### config.mk
export PLATFORM = sky130hd
export DESIGN_NAME = washer_top
export DESIGN_NICKNAME = d
export VERILOG_FILES = /design/src/wm_pkg.sv /design/src/washer_top.sv /design/src/cycle_fsm.sv /design/src/pause_keeper.sv /design/src/phase_timer.sv
export SDC_FILE = /design/constraint.sdc
export NUM_CORES = 1
export LEC_CHECK = 0
export ABC_AREA = 1
export CORE_ASPECT_RATIO = 1.75
export CORE_UTILIZATION = 35
export DETAILED_ROUTE_END_ITERATION = 12
export DONT_BUFFER_PORTS = 1
export SYNTH_ARGS = -nofsm -noshare
export SYNTH_HDL_FRONTEND = slang
export SYNTH_SLANG_ARGS = --single-unit
### constraint.sdc
create_clock -name clk -period 5.45 [get_ports clk]
set_input_delay 1.09 -clock clk [delete_from_list [all_inputs] [get_ports clk]]
set_output_delay 1.09 -clock clk [all_outputs]
set_load 0.05 [all_outputs]
### src/wm_pkg.sv
package wm_pkg;

    // Machine states, INIT at zero
    typedef enum logic [3:0] {
        INIT     = 4'd0,
        IDLE     = 4'd1,
        FILL     = 4'd2,
        WASH     = 4'd3,
        DRAIN    = 4'd4,
        RINSE    = 4'd5,
        SPIN     = 4'd6,
        COMPLETE = 4'd7,
        OFF      = 4'd8,
        PAUSED   = 4'd9
    } wm_state_t;

    // Sensor fault that put the machine in PAUSED
    typedef enum logic [1:0] {
        FAULT_NONE  = 2'd0,
        FAULT_DOOR  = 2'd1,
        FAULT_WATER = 2'd2,
        FAULT_LOAD  = 2'd3
    } fault_t;

    typedef logic [2:0] wash_mode_t;    // Program selector
    typedef logic [1:0] drain_count_t;  // Drains done in this program

    localparam int TIMER_W = 8;
    typedef logic [TIMER_W-1:0] timer_count_t;

    // Wash duration per program, in clock cycles
    function automatic timer_count_t wash_time(input wash_mode_t mode);
        case (mode)
            3'd0:    return timer_count_t'(20);  // Whites
            3'd1:    return timer_count_t'(30);  // Heavy duty
            3'd2:    return timer_count_t'(15);  // Normal
            3'd3:    return timer_count_t'(10);  // Eco
            3'd4:    return timer_count_t'(5);   // Quick
            3'd5:    return timer_count_t'(25);  // Bulky
            default: return timer_count_t'(15);  // Unused codes run as normal
        endcase
    endfunction

endpackage
### src/washer_top.sv
`timescale 1ns/100ps

module washer_top
    import wm_pkg::*;
#(
    parameter int FILL_TIME       = 5,
    parameter int RINSE_SPIN_TIME = 5
) (
    input  logic         clk,
    input  logic         rst,
    input  logic         pwr_btn,
    input  logic         start,
    input  logic         stop,
    input  logic         pause,
    input  logic         door_closed,
    input  wash_mode_t   mode,
    input  logic         water_full,
    input  logic         load_present,
    output wm_state_t    state,
    output logic         door_locked,
    output drain_count_t drain_count,
    output logic         timer_done,
    output fault_t       fault_code
);

    logic      phase_entry;
    logic      pause_save;
    fault_t    pause_fault;
    logic      resume_ok;
    wm_state_t resume_state;

    cycle_fsm fsm_i (
        .clk          (clk),
        .rst          (rst),
        .pwr_btn      (pwr_btn),
        .start        (start),
        .stop         (stop),
        .pause        (pause),
        .door_closed  (door_closed),
        .water_full   (water_full),
        .load_present (load_present),
        .timer_done   (timer_done),
        .resume_ok    (resume_ok),
        .resume_state (resume_state),
        .state        (state),
        .door_locked  (door_locked),
        .drain_count  (drain_count),
        .phase_entry  (phase_entry),
        .pause_save   (pause_save),
        .pause_fault  (pause_fault)
    );

    phase_timer #(
        .FILL_TIME       (FILL_TIME),
        .RINSE_SPIN_TIME (RINSE_SPIN_TIME)
    ) timer_i (
        .clk         (clk),
        .rst         (rst),
        .state       (state),
        .mode        (mode),
        .phase_entry (phase_entry),
        .timer_done  (timer_done)
    );

    pause_keeper keeper_i (
        .clk          (clk),
        .rst          (rst),
        .state        (state),
        .pause_save   (pause_save),
        .pause_fault  (pause_fault),
        .door_closed  (door_closed),
        .water_full   (water_full),
        .load_present (load_present),
        .start        (start),
        .resume_ok    (resume_ok),
        .resume_state (resume_state),
        .fault_code   (fault_code)
    );

endmodule

### src/cycle_fsm.sv
`timescale 1ns/100ps

module cycle_fsm
    import wm_pkg::*;
(
    input  logic         clk,
    input  logic         rst,
    input  logic         pwr_btn,
    input  logic         start,
    input  logic         stop,
    input  logic         pause,
    input  logic         door_closed,
    input  logic         water_full,
    input  logic         load_present,
    input  logic         timer_done,
    input  logic         resume_ok,
    input  wm_state_t    resume_state,
    output wm_state_t    state,
    output logic         door_locked,
    output drain_count_t drain_count,
    output logic         phase_entry,
    output logic         pause_save,
    output fault_t       pause_fault
);

    wm_state_t    next_state;
    logic         next_lock;
    drain_count_t next_count;
    logic         next_entry;

    always_comb begin
        next_state  = state;
        next_lock   = door_locked;
        next_count  = drain_count;
        pause_fault = FAULT_NONE;

        if (state == OFF) begin
            next_lock  = 1'b0;
            next_count = '0;
        end

        if (!pwr_btn) begin
            next_state = OFF;                     // Power loss overrides everything
        end else begin
            case (state)
                OFF:  next_state = INIT;
                INIT: next_state = IDLE;

                IDLE: begin
                    if (start) next_state = FILL;
                end

                FILL: begin
                    if (stop) begin
                        next_state = DRAIN;
                    end else if (!door_closed) begin
                        next_state  = PAUSED;
                        pause_fault = FAULT_DOOR;
                    end else if (!load_present) begin
                        next_state  = PAUSED;
                        pause_fault = FAULT_LOAD;
                    end else if (water_full) begin
                        next_state = WASH;
                        next_lock  = 1'b1;        // Lock before the drum turns
                    end else if (timer_done) begin
                        next_state  = PAUSED;     // Level not reached in time
                        pause_fault = FAULT_WATER;
                    end
                end

                WASH: begin
                    if (timer_done) begin
                        next_state = DRAIN;
                    end else if (pause) begin
                        next_state = PAUSED;
                    end else if (stop) begin
                        next_state = DRAIN;
                    end
                end

                RINSE, SPIN: begin
                    if (stop || timer_done) begin
                        next_state = DRAIN;
                    end else if (pause) begin
                        next_state = PAUSED;
                    end
                end

                DRAIN: begin
                    // Tub empty, so this drain is done
                    if (!water_full) begin
                        if (drain_count != 2'd3) begin
                            next_count = drain_count + 2'd1;
                        end
                        if (stop) begin
                            next_state = IDLE;
                        end else begin
                            case (next_count)
                                2'd1:    next_state = RINSE;
                                2'd2:    next_state = SPIN;
                                default: next_state = COMPLETE;
                            endcase
                        end
                    end
                end

                COMPLETE: begin
                    next_lock  = 1'b0;
                    next_count = '0;
                    next_state = IDLE;
                end

                PAUSED: begin
                    if (stop) begin
                        next_state = DRAIN;
                    end else if (resume_ok) begin
                        next_state = resume_state;
                    end
                end

                default: next_state = INIT;
            endcase
        end
    end

    // Pause keeper snapshots on this edge
    assign pause_save = (next_state == PAUSED) && (state != PAUSED);

    // Fresh entry only; a resume keeps the timer's remaining count
    assign next_entry = (next_state inside {FILL, WASH, RINSE, SPIN})
                        && (next_state != state) && (state != PAUSED);

    always_ff @(posedge clk or posedge rst) begin
        if (rst) begin
            state       <= INIT;
            door_locked <= 1'b0;
            drain_count <= '0;
            phase_entry <= 1'b0;
        end else begin
            state       <= next_state;
            door_locked <= next_lock;
            drain_count <= next_count;
            phase_entry <= next_entry;
        end
    end

endmodule

### src/pause_keeper.sv
`timescale 1ns/100ps

module pause_keeper
    import wm_pkg::*;
(
    input  logic      clk,
    input  logic      rst,
    input  wm_state_t state,
    input  logic      pause_save,
    input  fault_t    pause_fault,
    input  logic      door_closed,
    input  logic      water_full,
    input  logic      load_present,
    input  logic      start,
    output logic      resume_ok,
    output wm_state_t resume_state,
    output fault_t    fault_code
);

    wm_state_t saved_state;
    fault_t    fault_q;

    // State to go back to once the pause ends
    always_ff @(posedge clk) begin
        if (pause_save) begin
            saved_state <= state;
        end
    end

    always_ff @(posedge clk or posedge rst) begin
        if (rst) begin
            fault_q <= FAULT_NONE;
        end else if (state == OFF) begin
            fault_q <= FAULT_NONE;
        end else if (pause_save) begin
            fault_q <= pause_fault;
        end else if (resume_ok) begin
            fault_q <= FAULT_NONE;                // Cleared as the machine resumes
        end
    end

    // Each fault waits for its own sensor; a user pause waits for start
    always_comb begin
        resume_ok = 1'b0;
        if (state == PAUSED) begin
            case (fault_q)
                FAULT_DOOR:  resume_ok = door_closed;
                FAULT_WATER: resume_ok = water_full;
                FAULT_LOAD:  resume_ok = load_present;
                default:     resume_ok = start;
            endcase
        end
    end

    assign resume_state = saved_state;
    assign fault_code   = fault_q;

endmodule

### src/phase_timer.sv
`timescale 1ns/100ps

module phase_timer
    import wm_pkg::*;
#(
    parameter int FILL_TIME       = 5,
    parameter int RINSE_SPIN_TIME = 5
) (
    input  logic       clk,
    input  logic       rst,
    input  wm_state_t  state,
    input  wash_mode_t mode,
    input  logic       phase_entry,
    output logic       timer_done
);

    timer_count_t count;
    timer_count_t duration;
    logic         timed;

    // Only these phases run against the clock
    assign timed = state inside {FILL, WASH, RINSE, SPIN};

    // Length of the phase being entered
    always_comb begin
        case (state)
            FILL:        duration = timer_count_t'(FILL_TIME);
            WASH:        duration = wash_time(mode);
            RINSE, SPIN: duration = timer_count_t'(RINSE_SPIN_TIME);
            default:     duration = '0;
        endcase
    end

    // Load on entry, then count down
    // Outside timed states the count just holds, so a pause keeps the rest
    always_ff @(posedge clk or posedge rst) begin
        if (rst) begin
            count <= '0;
        end else if (phase_entry) begin
            count <= duration;
        end else if (timed && count != '0) begin
            count <= count - timer_count_t'(1);
        end
    end

    // The entry cycle still sees the old count, so it is masked
    assign timer_done = timed && (count == '0) && !phase_entry;

endmodule

-- Word level (Yosys, flattened, before mapping)
Cells that the tools add are included.
- bits in writable memories: 0
- bits in registers: 22
- bits of input ports: 12
- memory bits (read-only): 0
- latch bits: 0
- output and inout bits: 10
- memories kept: 0
- mux-type cells: 49
- multipliers: 0
- shift-type cells: 0
- reductions and logical operators: 19
- eq/ne operators: 26
- bitwise gates (word level): 0
- add/subtract/negate cells: 2
- div/mod/pow operators: 0
- order comparisons: 0
- operator list (operator ; count):
    $mux W4 ; 16
    $mux W2 ; 17
    $pmux W4 S7 ; 1
    $pmux W5 S5 ; 1
    $eq A4 B3 Y1 const B ; 6
    $eq A4 B2 Y1 const B ; 4
    $mux W8 ; 2
    $pmux W8 S2 ; 1
    $eq A4 B4 Y1 const B ; 3
    $logic_not A8 Y1 ; 1
    $pmux W2 S2 ; 2
    $reduce_bool A4 Y1 ; 2
    $reduce_bool A8 Y1 ; 1
    $sub A8 B1 Y8 const B ; 1
    $mux W1 ; 7
    $eq A2 B2 Y1 const B ; 3
    $eq A3 B3 Y1 const B ; 2
    $logic_and A1 B1 Y1 ; 6
    $eq A2 B1 Y1 const B ; 2
    $eq A4 B1 Y1 const B ; 1
    $logic_not A4 Y1 ; 1
    $ne A4 B4 Y1 ; 1
    $ne A4 B4 Y1 const B ; 1
    $reduce_or A2 Y1 ; 2
    12 further kinds ; 12

-- Logic depth before layout (Yosys ltp)
Gate-level depths: netlist of the first run.
- word-level depth: 16
- mapped depth: 18
- depth with buffers taken out: 17

-- Modules after synthesis
A second synthesis of the first run with hierarchy kept.
- cells, all modules: 345
- area, all modules: 2083.2 µm²
- modules (own cells, without submodules) (module ; times used ; area an instance (µm²) ; sequential area each (µm²) ; cells each):
    cycle_fsm ; 1 ; 1077.3 ; 200.2 ; 195
    phase_timer ; 1 ; 718.2 ; 200.2 ; 118
    pause_keeper ; 1 ; 287.8 ; 170.2 ; 32

-- Worst setup path after synthesis of the first run
No wires, ideal clock.
- path type: register to output
- start: register fsm_i.state[1]
- end: output port timer_done
- data arrival time: 1.568 ns
- path slack: 2.792 ns
- cell stages (with the launch flop): 8
- cells stage by stage: dfrtp_1 > buf_4 > nand2_1 > inv_1 > nand2_4 > nand3_4 > inv_2 > nor2_4
- longest elaborated chain between the ends: 4
- ends and longest elaborated chain (what ; line ; text):
    from (decl) ; cycle_fsm.sv:18 ; output wm_state_t state,
    from (signal assigned) ; cycle_fsm.sv:140 ; state <= next_state;
    $eq A4 B2 Y1 / $eq A4 B3 Y1 (equally long branches) ; phase_timer.sv:22 ; assign timed = state inside {FILL, WASH, RINSE, SPIN};
    $reduce_bool A4 Y1 * ; phase_timer.sv:22 ;
    $logic_and A1 B1 Y1 * (2 in a row) ; phase_timer.sv:47 ; assign timer_done = timed && (count == '0) && !phase_entry;
    to (decl) ; washer_top.sv:22 ; output logic timer_done,
Every way passes the cells marked *; elsewhere a longest branch is shown, timed or not.

-- Final worst setup path of the first run
- start: register fsm_i.state[2]
- end: output port timer_done
The elaborated chain is that of the path after synthesis.

==> results_tabular.tex, run 1 <==
\begin{tabular}{lr}
\hline
Metric & Value \\
\hline
\multicolumn{2}{l}{\textbf{Detailed routing}} \\
1st-iter DRT viols & 26 \\
Remaining number of nets flagged by the antenna check after routing & 0 \\
Aggregate routed wire length & between 4000 and 5000 um \\
Detailed-routing iteration count for the pre-antenna-repair pass & 6 \\
Average wire per cell in the routed design & $\sim$14 um \\
Number of vias after detailed routing & approximately 1.6k \\
DR vias/cell & around 5.3 \\
DRC viols & 0 \\
\multicolumn{2}{l}{\textbf{Worst setup path}} \\
CP required & between 4 and 5 ns \\
Last element of the critical path & timer\_done \\
Worst Reg-to-Reg Cells & 14 \\
Largest fanout on the critical path & 6 \\
CP Data Arrival Time & 1.99 ns \\
Path type of the worst setup path & flip-flop to output port \\
Crit path from & fsm\_i.state[2] \\
R2r endpoint & keeper\_i.resume\_state[1] \\
Worst flop-to-flop path startpoint & fsm\_i.state[2] \\
Critical Path Source Type & flip-flop \\
R2r setup slk & approximately 2.7 ns \\
Type of destination of the critical path & output port \\
\multicolumn{2}{l}{\textbf{Synth}} \\
Share of the synthesized area in the top cell type & about a quarter \\
Post-synth design cell area & 1730 um2 \\
Syn\_area\_per\_cell & 6.813 um2 \\
FF+latch count, synth & 22 \\
Post-synthesis cell count & $\sim$250 \\
Sequential-to-total area share from yosys stat & between 30\% and 40\% \\
Cell taking the most area after synthesis & dfrtp\_1 \\
Top cells by area in the synthesized netlist & dfrtp\_1 (26\%), nand2\_1 (12\%), nor2\_1 (7.4\%) \\
Asr flop ratio synth & between 80\% and 90\% \\
Synth warn & 0 \\
Number of synthesized flops with an enable pin & 4 \\
Prevailing post-synth register cell & dfrtp\_1 \\
Post-synthesis cell type count & 33 \\
Nets in the synthesized netlist & about 270 \\
\multicolumn{2}{l}{\textbf{Place}} \\
RePlAce Congestion & between 0.9 and 1 \\
Post-place setup slack & around 2.7 ns \\
Port-buffer cells & 0 \\
Detailed placement HPWL & about 3500 um \\
Cell Count Post-Placement & roughly 300 \\
\multicolumn{2}{l}{\textbf{Global route}} \\
Wire length of the first global-routing pass & slightly above 7000 um \\
Grt total ovfl & 0 \\
Via count of the first global-routing pass & about 1.7k \\
GRT Total Usage & a little under a fifth \\
Largest net degree at the start of global routing & 19 \\
Initial antenna violation count & 0 \\
\multicolumn{2}{l}{\textbf{Min path}} \\
Hold Crit Class & flip-flop to flip-flop \\
\multicolumn{2}{l}{\textbf{Final layout}} \\
Post-layout util & between 30 and 40\% \\
Number of nets in the final layout & 274 \\
Layout cells sized above 1 & between 10 and 15\% \\
Final non-filler cell total & 308 \\
Post-synthesis to final-layout area growth & 7.231\% \\
Antenna Diode Count & 0 \\
\multicolumn{2}{l}{\textbf{Run}} \\
Number of violations of the max-capacitance limit & 0 \\
\multicolumn{2}{l}{\textbf{Clock network}} \\
TritonCTS sink count & 22 \\
CTS Hold Bufs & 0 \\
Latest clock arrival within the worst-skew pair & 0.27 ns \\
H-tree lvl count & 1 \\
CTS Root Cell & clkbuf\_8 \\
Number of cells upsized or downsized after cts & 0 \\
Clock buffer count from CTS & 3 \\
Post-CTS Setup Inserts & 0 \\
Bufs on Longest Clock Path & 2 \\
TritonCTS clock tree & done \\
Clock input transition at the sequential cells of the worst setup and hold paths & approximately 0.10 ns \\
\multicolumn{2}{l}{\textbf{Power}} \\
Pwr Density & roughly 280 nW/um2 \\
Pleak & approximately 0.9 nW \\
Worst-case vdd ir drop & about 130 uV \\
\multicolumn{2}{l}{\textbf{Status}} \\
Run status & finished, final reports clean \\
\multicolumn{2}{l}{\textbf{Timing}} \\
Final number of max-transition violations & 0 \\
Total negative slack & 0 ns \\
Final setup vio count & 0 \\
Worst slew margin & between 40\% and 50\% \\
Worst clock skew & roughly 0.012 ns \\
Period utilisation layout & about 57\% \\
Fmax & roughly 320 MHz \\
Worst-Margin Slew & 0.7683 ns \\
Final worst slack & 2.370 ns \\
Setup repair after global routing missed its margin & false \\
Final critical delay including setup and external delays & 3.081 ns \\
Number of hold violations in the final report & 0 \\
\multicolumn{2}{l}{\textbf{Floorplanning}} \\
Core region area & roughly 4700 um2 \\
I/O pin count & 22 \\
Standard-cell rows & 33 \\
Initial cell density of the core & a little under two fifths \\
Die H & between 90 and 100 um \\
Die width & 55.15 um \\
Die area & about 5200 um2 \\
\hline
\end{tabular}
-- kinds of logic after synthesis --
logic type / Yosys count / synth area share, %
AND/OR/NAND/NOR: 142 / 39.84
buffers and inverters: 42 / 9.327
AO/OA/AOI/OAI: 41 / 13.16
flip-flops: 22 / 32.97
adder cells (fa/ha/maj): 5 / 3.615
XOR/XNOR: 1 / 0.5062
multiplexers: 1 / 0.5785
-- final cells by class --
| type | instances | area (um2) |
|---|---|---|
| clock inverter | 1 | 30.03 |
| sequential | 22 | 570.5 |
| clock buffer | 3 | 41.29 |
| fill | 516 | 2851 |
| multi-input combinational | 190 | 998.5 |
| inverter | 40 | 150.1 |
| tap | 52 | 65.06 |
-- synthesized netlist by cell type (5+ instances only) --
library cell  number
nand2_1           57
nor2_1            34
inv_1             33
dfrtp_1           18
nand3_1           18
a21oi_1           14
o21ai_0           13
inv_2              6
nand2_2            6
o21ai_1            6
ha_1               5
nand3_2            5
nor2_2             5
-- cell usage in the layout (no fill, tap or decap), drive strengths merged --
cell type,count
bufinv,1
nor3,4
o211ai,2
mux2i,1
nor3b,1
ha,5
clkinv,1
a21oi,15
nor2,42
a31oi,2
edfxtp,4
inv,39
nand2,64
clkbuf,3
o221ai,1
and3,1
nand3,24
o21ai,19
xor2,1
nand4,2
dfrtp,18
nand3b,4
o22ai,2
-- how the worst min path moves through the flow --
stage,from,endpoint,slack (ns),cells after the start
2_1_floorplan,timer_i.count[5],timer_i.count[5],0.46,1
3_3_place_gp,timer_i.count[5],timer_i.count[5],0.49,1
3_5_place_dp,timer_i.count[6],timer_i.count[6],0.49,1
4_1_cts,timer_i.count[6],timer_i.count[6],0.51,1
5_1_grt,timer_i.count[6],timer_i.count[6],0.53,1
6_report,timer_i.count[6],timer_i.count[6],0.50,1
-- state kept, by name, indices dropped and copies added, names as in the netlist --
name and count:
timer_i.count 8, fsm_i.state 4, keeper_i.resume_state 4, fsm_i.drain_count 2, keeper_i.fault_code 2, fsm_i.door_locked 1, fsm_i.phase_entry 1
-- where the power goes --
group / switching [W] / total, W / internal, W
registers: 0.0000327 / 0.000222 / 0.000189
clock network: 0.0000599 / 0.000158 / 0.0000982
logic: 0.0000862 / 0.000136 / 0.0000499
-- through the flow --
| stage | hold slack, ns | power (W) | area (um2) |
|---|---|---|---|
| floorplan | 0.4560 | 0.0003304 | 1730 |
| global placement | 0.4868 | 0.0003598 | 1784 |
| detailed placement | 0.4903 | 0.0003614 | 1784 |
| CTS | 0.5052 | 0.0005230 | 1856 |
| global route | 0.5256 | 0.0005527 | 1856 |
| finish | 0.5043 | 0.0005160 | 1856 |
-- metal layers --
layer / GRT usage [%] / wire length (um)
met5: 0 / 0
met4: 13.13 / 260
met3: 2.552 / 150
met2: 35.34 / 2347
met1: 17.89 / 1592
-- critical path, cell delays in order, from the launching register on --
cell and delay, ns:
dfrtp_1 0.78, inv_2 0.18, nor2_4 0.16, nand2_2 0.14
nand3_4 0.11, inv_2 0.05, nor2_4 0.31
(Power assumes the default switching activity.)
==> inputs of run 2 (changes only) <==
==> constraint.sdc (replaced) <==
create_clock -name clk -period 2.9 [get_ports clk]
set_input_delay 0.58 -clock clk [delete_from_list [all_inputs] [get_ports clk]]
set_output_delay 0.58 -clock clk [all_outputs]
set_load 0.05 [all_outputs]
==> results_tabular.tex, run 2 (synthesized netlist as in run 1, its figures left out) <==
\begin{tabular}{lr}
\hline
Metric & Value \\
\hline
\multicolumn{2}{l}{\textbf{Floorplanning}} \\
Initial cell density of the core & 36.76\% \\
Die area & 5240 um2 \\
I/O pin count & 22 \\
Standard-cell rows & 33 \\
Die H & 95.02 um \\
Core region area & around 4700 um2 \\
Die width & between 50 and 60 um \\
\multicolumn{2}{l}{\textbf{Final layout}} \\
Post-synthesis to final-layout area growth & 9.834\% \\
Largest register by flop count & timer\_i.count \\
Antenna Diode Count & 0 \\
Number of nets in the final layout & 280 \\
Max FFs per register & 8 \\
Most frequent standard cell in the layout excluding fill and tap cells & nand2\_1 \\
Count of fill cells added during filler insertion & roughly 500 \\
Final design area excluding fillers & around 1900 um2 \\
Layout cells sized above 1 & 14.89\% \\
Most frequent cells in the layout & nand2\_1 (57), nor2\_1 (34), inv\_1 (33) \\
Final non-filler cell total & around 310 \\
\multicolumn{2}{l}{\textbf{Global route}} \\
Wire length of the first global-routing pass & 7210 um \\
Grt total ovfl & 0 \\
Met3 Usage GRT & about 2.2\% \\
GR Util met2 & between 30\% and 40\% \\
Largest net degree at the start of global routing & 19 \\
GRT Total Usage & just under 20\% \\
Met1 routing resource usage after global routing & between 20\% and 30\% \\
Via count of the first global-routing pass & about 1.7k \\
Global routing's busiest layer & met2 \\
Initial antenna violation count & 0 \\
\multicolumn{2}{l}{\textbf{Worst setup path}} \\
R2r setup slk & between 0.6 and 0.7 ns \\
Largest fanout on the critical path & 7 \\
Worst Reg-to-Reg Cells & 13 \\
Delay of the slowest critical-path stage & 0.51 ns \\
Type of destination of the critical path & output port \\
Cell with the biggest individual delay on the critical path & dfrtp\_1 \\
Count of cell instances traversed by the critical path & 6 \\
Path type of the worst setup path & flip-flop to output port \\
Critical Path Source Type & flip-flop \\
Family of cells with the greatest summed delay on the critical path & simple AND/OR/NAND/NOR gates \\
Buffers \& Inverters on Critical Path & 2 \\
Series of cell instances along the critical path & nor2\_2 -> nand2\_4 -> nand3\_4 -> inv\_2 -> nor2\_4 -> buf\_4 \\
Worst flop-to-flop path startpoint & fsm\_i.drain\_count[1] \\
CP required & $\sim$2.3 ns \\
R2r endpoint & keeper\_i.resume\_state[2] \\
CP Data Arrival Time & between 1.5 and 2 ns \\
\multicolumn{2}{l}{\textbf{Timing}} \\
Worst clock skew & approximately 0.0035 ns \\
Setup repair after global routing missed its margin & false \\
Final setup vio count & 0 \\
Final critical delay including setup and external delays & 2.238 ns \\
Number of hold violations in the final report & 0 \\
Worst-Margin Slew & about 0.77 ns \\
Fmax & around 450 MHz \\
Period utilisation layout & between 70\% and 80\% \\
Final number of max-transition violations & 0 \\
Total negative slack & 0 ns \\
Worst slew margin & roughly 50\% \\
\multicolumn{2}{l}{\textbf{Clock network}} \\
CTS Root Cell & clkbuf\_8 \\
H-tree lvl count & 1 \\
Bufs on Longest Clock Path & 2 \\
CTS Hold Bufs & 0 \\
TritonCTS sink count & 22 \\
Clock input transition at the sequential cells of the worst setup and hold paths & 0.09 ns \\
Latest clock arrival within the worst-skew pair & 0.27 ns \\
Clock buffer count from CTS & 3 \\
Post-CTS Setup Inserts & 0 \\
Number of cells upsized or downsized after cts & 0 \\
TritonCTS clock tree & done \\
\multicolumn{2}{l}{\textbf{Detailed routing}} \\
DR vias/cell & $\sim$5.2 \\
DRC viols & 0 \\
Aggregate routed wire length & between 4000 and 5000 um \\
Number of vias after detailed routing & approximately 1.6k \\
Detailed-routing iteration count for the pre-antenna-repair pass & 4 \\
1st-iter DRT viols & 42 \\
Remaining number of nets flagged by the antenna check after routing & 0 \\
Average wire per cell in the routed design & about 14 um \\
\multicolumn{2}{l}{\textbf{Power}} \\
Sequential fraction of design power & around two fifths \\
Power spent charging and discharging nets & approximately 0.00033 W \\
Cell internal pwr & 0.0006384 W \\
Pwr Total & roughly 0.00097 W \\
Pleak & 0.9465 nW \\
Clock share of power & 30.2\% \\
Worst-case vdd ir drop & 429.6 uV \\
Switching power as a share of total power & between 30\% and 40\% \\
Pwr Density & $\sim$500 nW/um2 \\
Relative contribution of combinational cells to total power & 28.3\% \\
\multicolumn{2}{l}{\textbf{Place}} \\
Placed standard-cell area & approximately 1800 um2 \\
Detailed placement HPWL & 3569 um \\
RePlAce Congestion & approximately 0.88 \\
Port-buffer cells & 0 \\
Cell Count Post-Placement & slightly above 300 \\
\multicolumn{2}{l}{\textbf{Status}} \\
Run status & finished, final reports clean \\
\multicolumn{2}{l}{\textbf{Min path}} \\
Hold Crit Class & input port to async pin \\
\multicolumn{2}{l}{\textbf{Run}} \\
Number of violations of the max-capacitance limit & 0 \\
\hline
\end{tabular}
-- run 2: changes by cell type in the layout (fill, tap and decap cells not counted), sizes merged --
| cell | change |
|---|---|
| buf | +6 |
-- run 2: metrics by stage --
| stage | utilization, % | setup WS (ns) | hold slack (ns) |
|---|---|---|---|
| finish | 40.38 | 0.6616 | 0.3318 |
| global route | 40.38 | 0.4278 | 0.3994 |
| CTS | 40.38 | 0.6449 | 0.3660 |
| detailed placement | 38.86 | 0.6839 | 0.4838 |
| global placement | 38.86 | 0.7102 | 0.4812 |
| floorplan | - | 0.4499 | 0.4560 |
-- run 2: cell type report --
cell class	instances	area [um2]	area share (%)
Multi-Input combinational cell	190	998.5	52.53
Clock inverter	1	30.03	1.580
Timing Repair Buffer	6	45.04	2.370
Inverter	40	150.1	7.900
Sequential cell	22	570.5	30.02
Clock buffer	3	41.29	2.172
Tap cell	52	65.06	3.423
-- run 2: how the worst max path moves through the flow --
| stage | from | endpoint | slack (ns) |
|---|---|---|---|
| after floorplan | fsm_i.state[1] | keeper_i.resume_state[0] | 0.45 |
| after global routing | fsm_i.drain_count[1] | keeper_i.resume_state[3] | 0.43 |
| after global placement | fsm_i.drain_count[1] | keeper_i.resume_state[0] | 0.71 |
| after CTS | fsm_i.state[3] | timer_done | 0.64 |
| final | fsm_i.state[3] | timer_done | 0.66 |
| after detailed placement | fsm_i.drain_count[1] | keeper_i.resume_state[1] | 0.68 |
-- run 2: worst register-to-register path, cell delays in order, from the launching register on --
cell and delay, ns:
dfrtp_1 0.66, inv_1 0.16, ha_1 0.21, nand2_1 0.06
nand2_1 0.05, nor2_1 0.10, nor3_1 0.05, nand2_1 0.07
nor2_2 0.04, nand2_2 0.09, nand2_2 0.07, nor2_1 0.11
nand3_2 0.12, inv_1 0.14
-- run 2: power groups by stage --
stage	Combinational, W	Sequential (W)	Clock [W]
3_5_place_dp	0.000275	0.000409	0
4_1_cts	0.000277	0.000403	0.000303
3_3_place_gp	0.000274	0.000408	0
6_report	0.000275	0.000404	0.000294
2_1_floorplan	0.000210	0.000411	0
5_1_grt	0.000323	0.000407	0.000319
-- run 2: layer usage --
layer | up-vias | share of wire (%) | wire, um
met5 | - | 0 | 0
met4 | 0 | 4.1 | 180
met3 | 13 | 2.6 | 116
met2 | 31 | 54 | 2373
met1 | 751 | 40 | 1755
li1 | 839 | - | -
==> inputs of run 3 (changes only) <==
--- a/config.mk
+++ b/config.mk
@@ -5,7 +5,7 @@
 export SDC_FILE = /design/constraint.sdc
 export NUM_CORES = 1
 export LEC_CHECK = 0
-export ABC_AREA = 1
+export ABC_AREA = 0
 export CORE_ASPECT_RATIO = 1.75
 export CORE_UTILIZATION = 35
 export DETAILED_ROUTE_END_ITERATION = 12
==> constraint.sdc (replaced) <==
create_clock -name clk -period 2.15 [get_ports clk]
set_input_delay 0.43 -clock clk [delete_from_list [all_inputs] [get_ports clk]]
set_output_delay 0.43 -clock clk [all_outputs]
set_load 0.05 [all_outputs]
==> results_tabular.tex, run 3 <==
\begin{tabular}{lr}
\hline
Metric & Value \\
\hline
\multicolumn{2}{l}{\textbf{Status}} \\
Run status & complete, but fails checks \\
Violated checks & setup timing \\
\multicolumn{2}{l}{\textbf{Floorplanning}} \\
Die width & 53.97 um \\
I/O pin count & 22 \\
Die area & 5016 um2 \\
Die H & between 90 and 100 um \\
Initial cell density of the core & 36.89\% \\
Core region area & between 4000 and 5000 um2 \\
Standard-cell rows & 32 \\
\multicolumn{2}{l}{\textbf{Final layout}} \\
Post-layout util & 50.84\% \\
Antenna Diode Count & 0 \\
Max FFs per register & 8 \\
Largest register by flop count & timer\_i.count \\
Most frequent standard cell in the layout excluding fill and tap cells & buf\_4 \\
Layout cells sized above 1 & roughly two fifths \\
Number of nets in the final layout & approximately 250 \\
Post-synthesis to final-layout area growth & 37.82\% \\
Final non-filler cell total & 285 \\
Final design area excluding fillers & about 2300 um2 \\
Most frequent cells in the layout & buf\_4 (49), nand2\_1 (16), dfrtp\_1 (15) \\
\multicolumn{2}{l}{\textbf{Worst setup path}} \\
Buffers \& Inverters on Critical Path & 1 \\
Type of destination of the critical path & flip-flop \\
Worst Reg-to-Reg Cells & 8 \\
Family of cells with the greatest summed delay on the critical path & simple AND/OR/NAND/NOR gates \\
CP required & roughly 2.1 ns \\
Largest fanout on the critical path & 4 \\
Path type of the worst setup path & flip-flop to flip-flop \\
Worst path most repeated cell & and3\_4 \\
CP Data Arrival Time & approximately 2.6 ns \\
Series of cell instances along the critical path & inv\_2 -> ha\_4 -> or4b\_4 -> a2111oi\_4 -> o22ai\_2 -> a311oi\_2 -> and3\_4 -> and3\_4 \\
Count of cell instances traversed by the critical path & 8 \\
Critical Path Source Type & flip-flop \\
Cell with the biggest individual delay on the critical path & or4b\_4 \\
Delay of the slowest critical-path stage & about 0.47 ns \\
\multicolumn{2}{l}{\textbf{Place}} \\
Cell Count Post-Placement & between 200 and 300 \\
RePlAce Congestion & between 0.8 and 0.9 \\
Detailed placement HPWL & roughly 3800 um \\
Port-buffer cells & 0 \\
Placed standard-cell area & 2098 um2 \\
\multicolumn{2}{l}{\textbf{Global route}} \\
GRT Total Usage & a little over a fifth \\
Initial antenna violation count & 0 \\
Wire length of the first global-routing pass & just under 8000 um \\
Via count of the first global-routing pass & roughly 1.7k \\
Grt total ovfl & 0 \\
Largest net degree at the start of global routing & 19 \\
\multicolumn{2}{l}{\textbf{Synth}} \\
Top cells by area in the synthesized netlist & dfrtp\_1 (27\%), edfxtp\_1 (7.3\%), xnor2\_1 (4.2\%) \\
Synth warn & 0 \\
Asr flop ratio synth & 81.82\% \\
Cell taking the most area after synthesis & dfrtp\_1 \\
Post-synthesis cell count & around 180 \\
Prevailing post-synth register cell & dfrtp\_1 \\
Nets in the synthesized netlist & $\sim$200 \\
Syn\_area\_per\_cell & 8.990 um2 \\
Sequential-to-total area share from yosys stat & $\sim$34\% \\
Number of synthesized flops with an enable pin & 4 \\
Post-synthesis cell type count & 59 \\
Synth top cells by count & dfrtp\_1 (18), nand2\_1 (17), nor2\_1 (15) \\
Library cell with the highest instance count after synthesis & dfrtp\_1 \\
Share of the synthesized area in the top cell type & a little over a quarter \\
Post-synth design cell area & 1654 um2 \\
FF+latch count, synth & 22 \\
\multicolumn{2}{l}{\textbf{Timing}} \\
Final number of max-transition violations & 0 \\
Final setup vio count & 10 \\
Worst slew margin & between 50 and 60\% \\
Number of hold violations in the final report & 0 \\
Setup repair after global routing missed its margin & true \\
Worst-Margin Slew & 0.7160 ns \\
Total negative slack & -3.977 ns \\
Period utilisation layout & 122.3\% \\
Final worst slack & -0.4801 ns \\
Worst clock skew & slightly above 0.005 ns \\
Final critical delay including setup and external delays & between 2 and 3 ns \\
Fmax & approximately 380 MHz \\
\multicolumn{2}{l}{\textbf{Detailed routing}} \\
1st-iter DRT viols & 32 \\
DRC viols & 0 \\
DR vias/cell & 5.611 \\
Average wire per cell in the routed design & 17.20 um \\
Number of vias after detailed routing & $\sim$1.6k \\
Aggregate routed wire length & between 4000 and 5000 um \\
Remaining number of nets flagged by the antenna check after routing & 0 \\
Detailed-routing iteration count for the pre-antenna-repair pass & 4 \\
\multicolumn{2}{l}{\textbf{Clock network}} \\
CTS Root Cell & clkbuf\_8 \\
Bufs on Longest Clock Path & 2 \\
Clock input transition at the sequential cells of the worst setup and hold paths & roughly 0.080 ns \\
Clock buffer count from CTS & 3 \\
Latest clock arrival within the worst-skew pair & roughly 0.27 ns \\
TritonCTS clock tree & done \\
H-tree lvl count & 1 \\
TritonCTS sink count & 22 \\
\multicolumn{2}{l}{\textbf{Power}} \\
Worst-case vdd ir drop & 601.8 uV \\
Pwr Density & 548.3 nW/um2 \\
Pleak & around 0.93 nW \\
\multicolumn{2}{l}{\textbf{Run}} \\
Number of violations of the max-capacitance limit & 0 \\
\multicolumn{2}{l}{\textbf{Min path}} \\
Hold Crit Class & input port to async pin \\
\hline
\end{tabular}
[run 3: changes by cell type in the layout (fill, tap and decap cells not counted), moves of 6 or more]
| cell | delta |
|---|---|
| a21oi_1 | -6 |
| buf_4 | +43 |
| inv_1 | -25 |
| nand2_1 | -41 |
| nand2b_1 | +6 |
| nand3_1 | -14 |
| nor2_1 | -20 |
| xnor2_1 | +8 |
[run 3: worst paths after layout]
path	from	to	slack, ns
min in group clk	door_closed	keeper_i.fault_code[1]	0.32
hold reg to reg	fsm_i.drain_count[0]	fsm_i.drain_count[0]	0.61
setup / recovery	timer_i.count[1]	keeper_i.resume_state[0]	-0.48
setup reg to reg	timer_i.count[1]	keeper_i.resume_state[0]	-0.48
hold / removal	rst	timer_i.count[7]	0.16
max in group asynchronous	rst	fsm_i.state[0]	1.50
[run 3: metrics by stage]
stage,hold WS [ns],power [W],setup WS (ns)
after detailed placement,0.4773,0.0008380,-0.4602
after CTS,0.1841,0.001238,-0.3979
after floorplan,0.3684,0.0006929,-0.8736
after global placement,0.4699,0.0008284,-0.4322
final,0.1594,0.001250,-0.4801
after global routing,0.2257,0.001313,-0.5868
[run 3: power breakdown]
| part | leakage (nW) | switching [W] | internal [W] |
|---|---|---|---|
| Sequential | 0.264 | 0.0000273 | 0.000464 |
| Combinational | 0.630 | 0.000175 | 0.000191 |
| Clock | 0.0357 | 0.000143 | 0.000249 |
| Total | 0.929 | 0.000346 | 0.000904 |
[run 3: what timing repair did]
item	in CTS	in global routing
hold buffers	0	0
buffers inserted	4	3
endpoints found under the setup margin	10	15
gates resized for setup	6	12
pin swaps	5	1
[run 3: cell type report]
cell class,instances,area [um2]
fillers,417,2205
flip-flops and latches,22,574.3
clock inverters,1,30.03
multi-input cells,144,1091
well taps,51,63.81
repair buffers,54,441.7
clock buffers,3,41.29
inverters,10,37.54
[run 3: worst register-to-register path, stage by stage (launching register included)]
cell and delay (ns):
dfrtp_1 0.39, inv_2 0.08, ha_4 0.12, or4b_4 0.47, a2111oi_4 0.37, o22ai_2 0.14
a311oi_2 0.31, and3_4 0.25, and3_4 0.21
[run 3: cells by family (layout without fill, tap and decap cells)]
kind of cell / after synthesis / in the layout / synth area share, %
adders and majority gates: 5 / 5 / 3.782
muxes: 2 / 2 / 2.042
AOI/OAI and AO/OA: 47 / 47 / 22.47
DFF: 22 / 22 / 34.49
and+or+nand+nor: 78 / 78 / 26.78
xor gates and xnor gates: 12 / 12 / 6.354
buffers and inverters: 18 / 68 / 4.085
[run 3: routing by layer]
| metal | vias up | track usage, % | share of wire (%) |
|---|---|---|---|
| met5 | - | 0 | 0 |
| met4 | 0 | 19.30 | 7.1 |
| met3 | 23 | 4.598 | 4.6 |
| met2 | 40 | 36.42 | 53 |
| met1 | 763 | 20.80 | 35 |
| li1 | 773 | - | - |
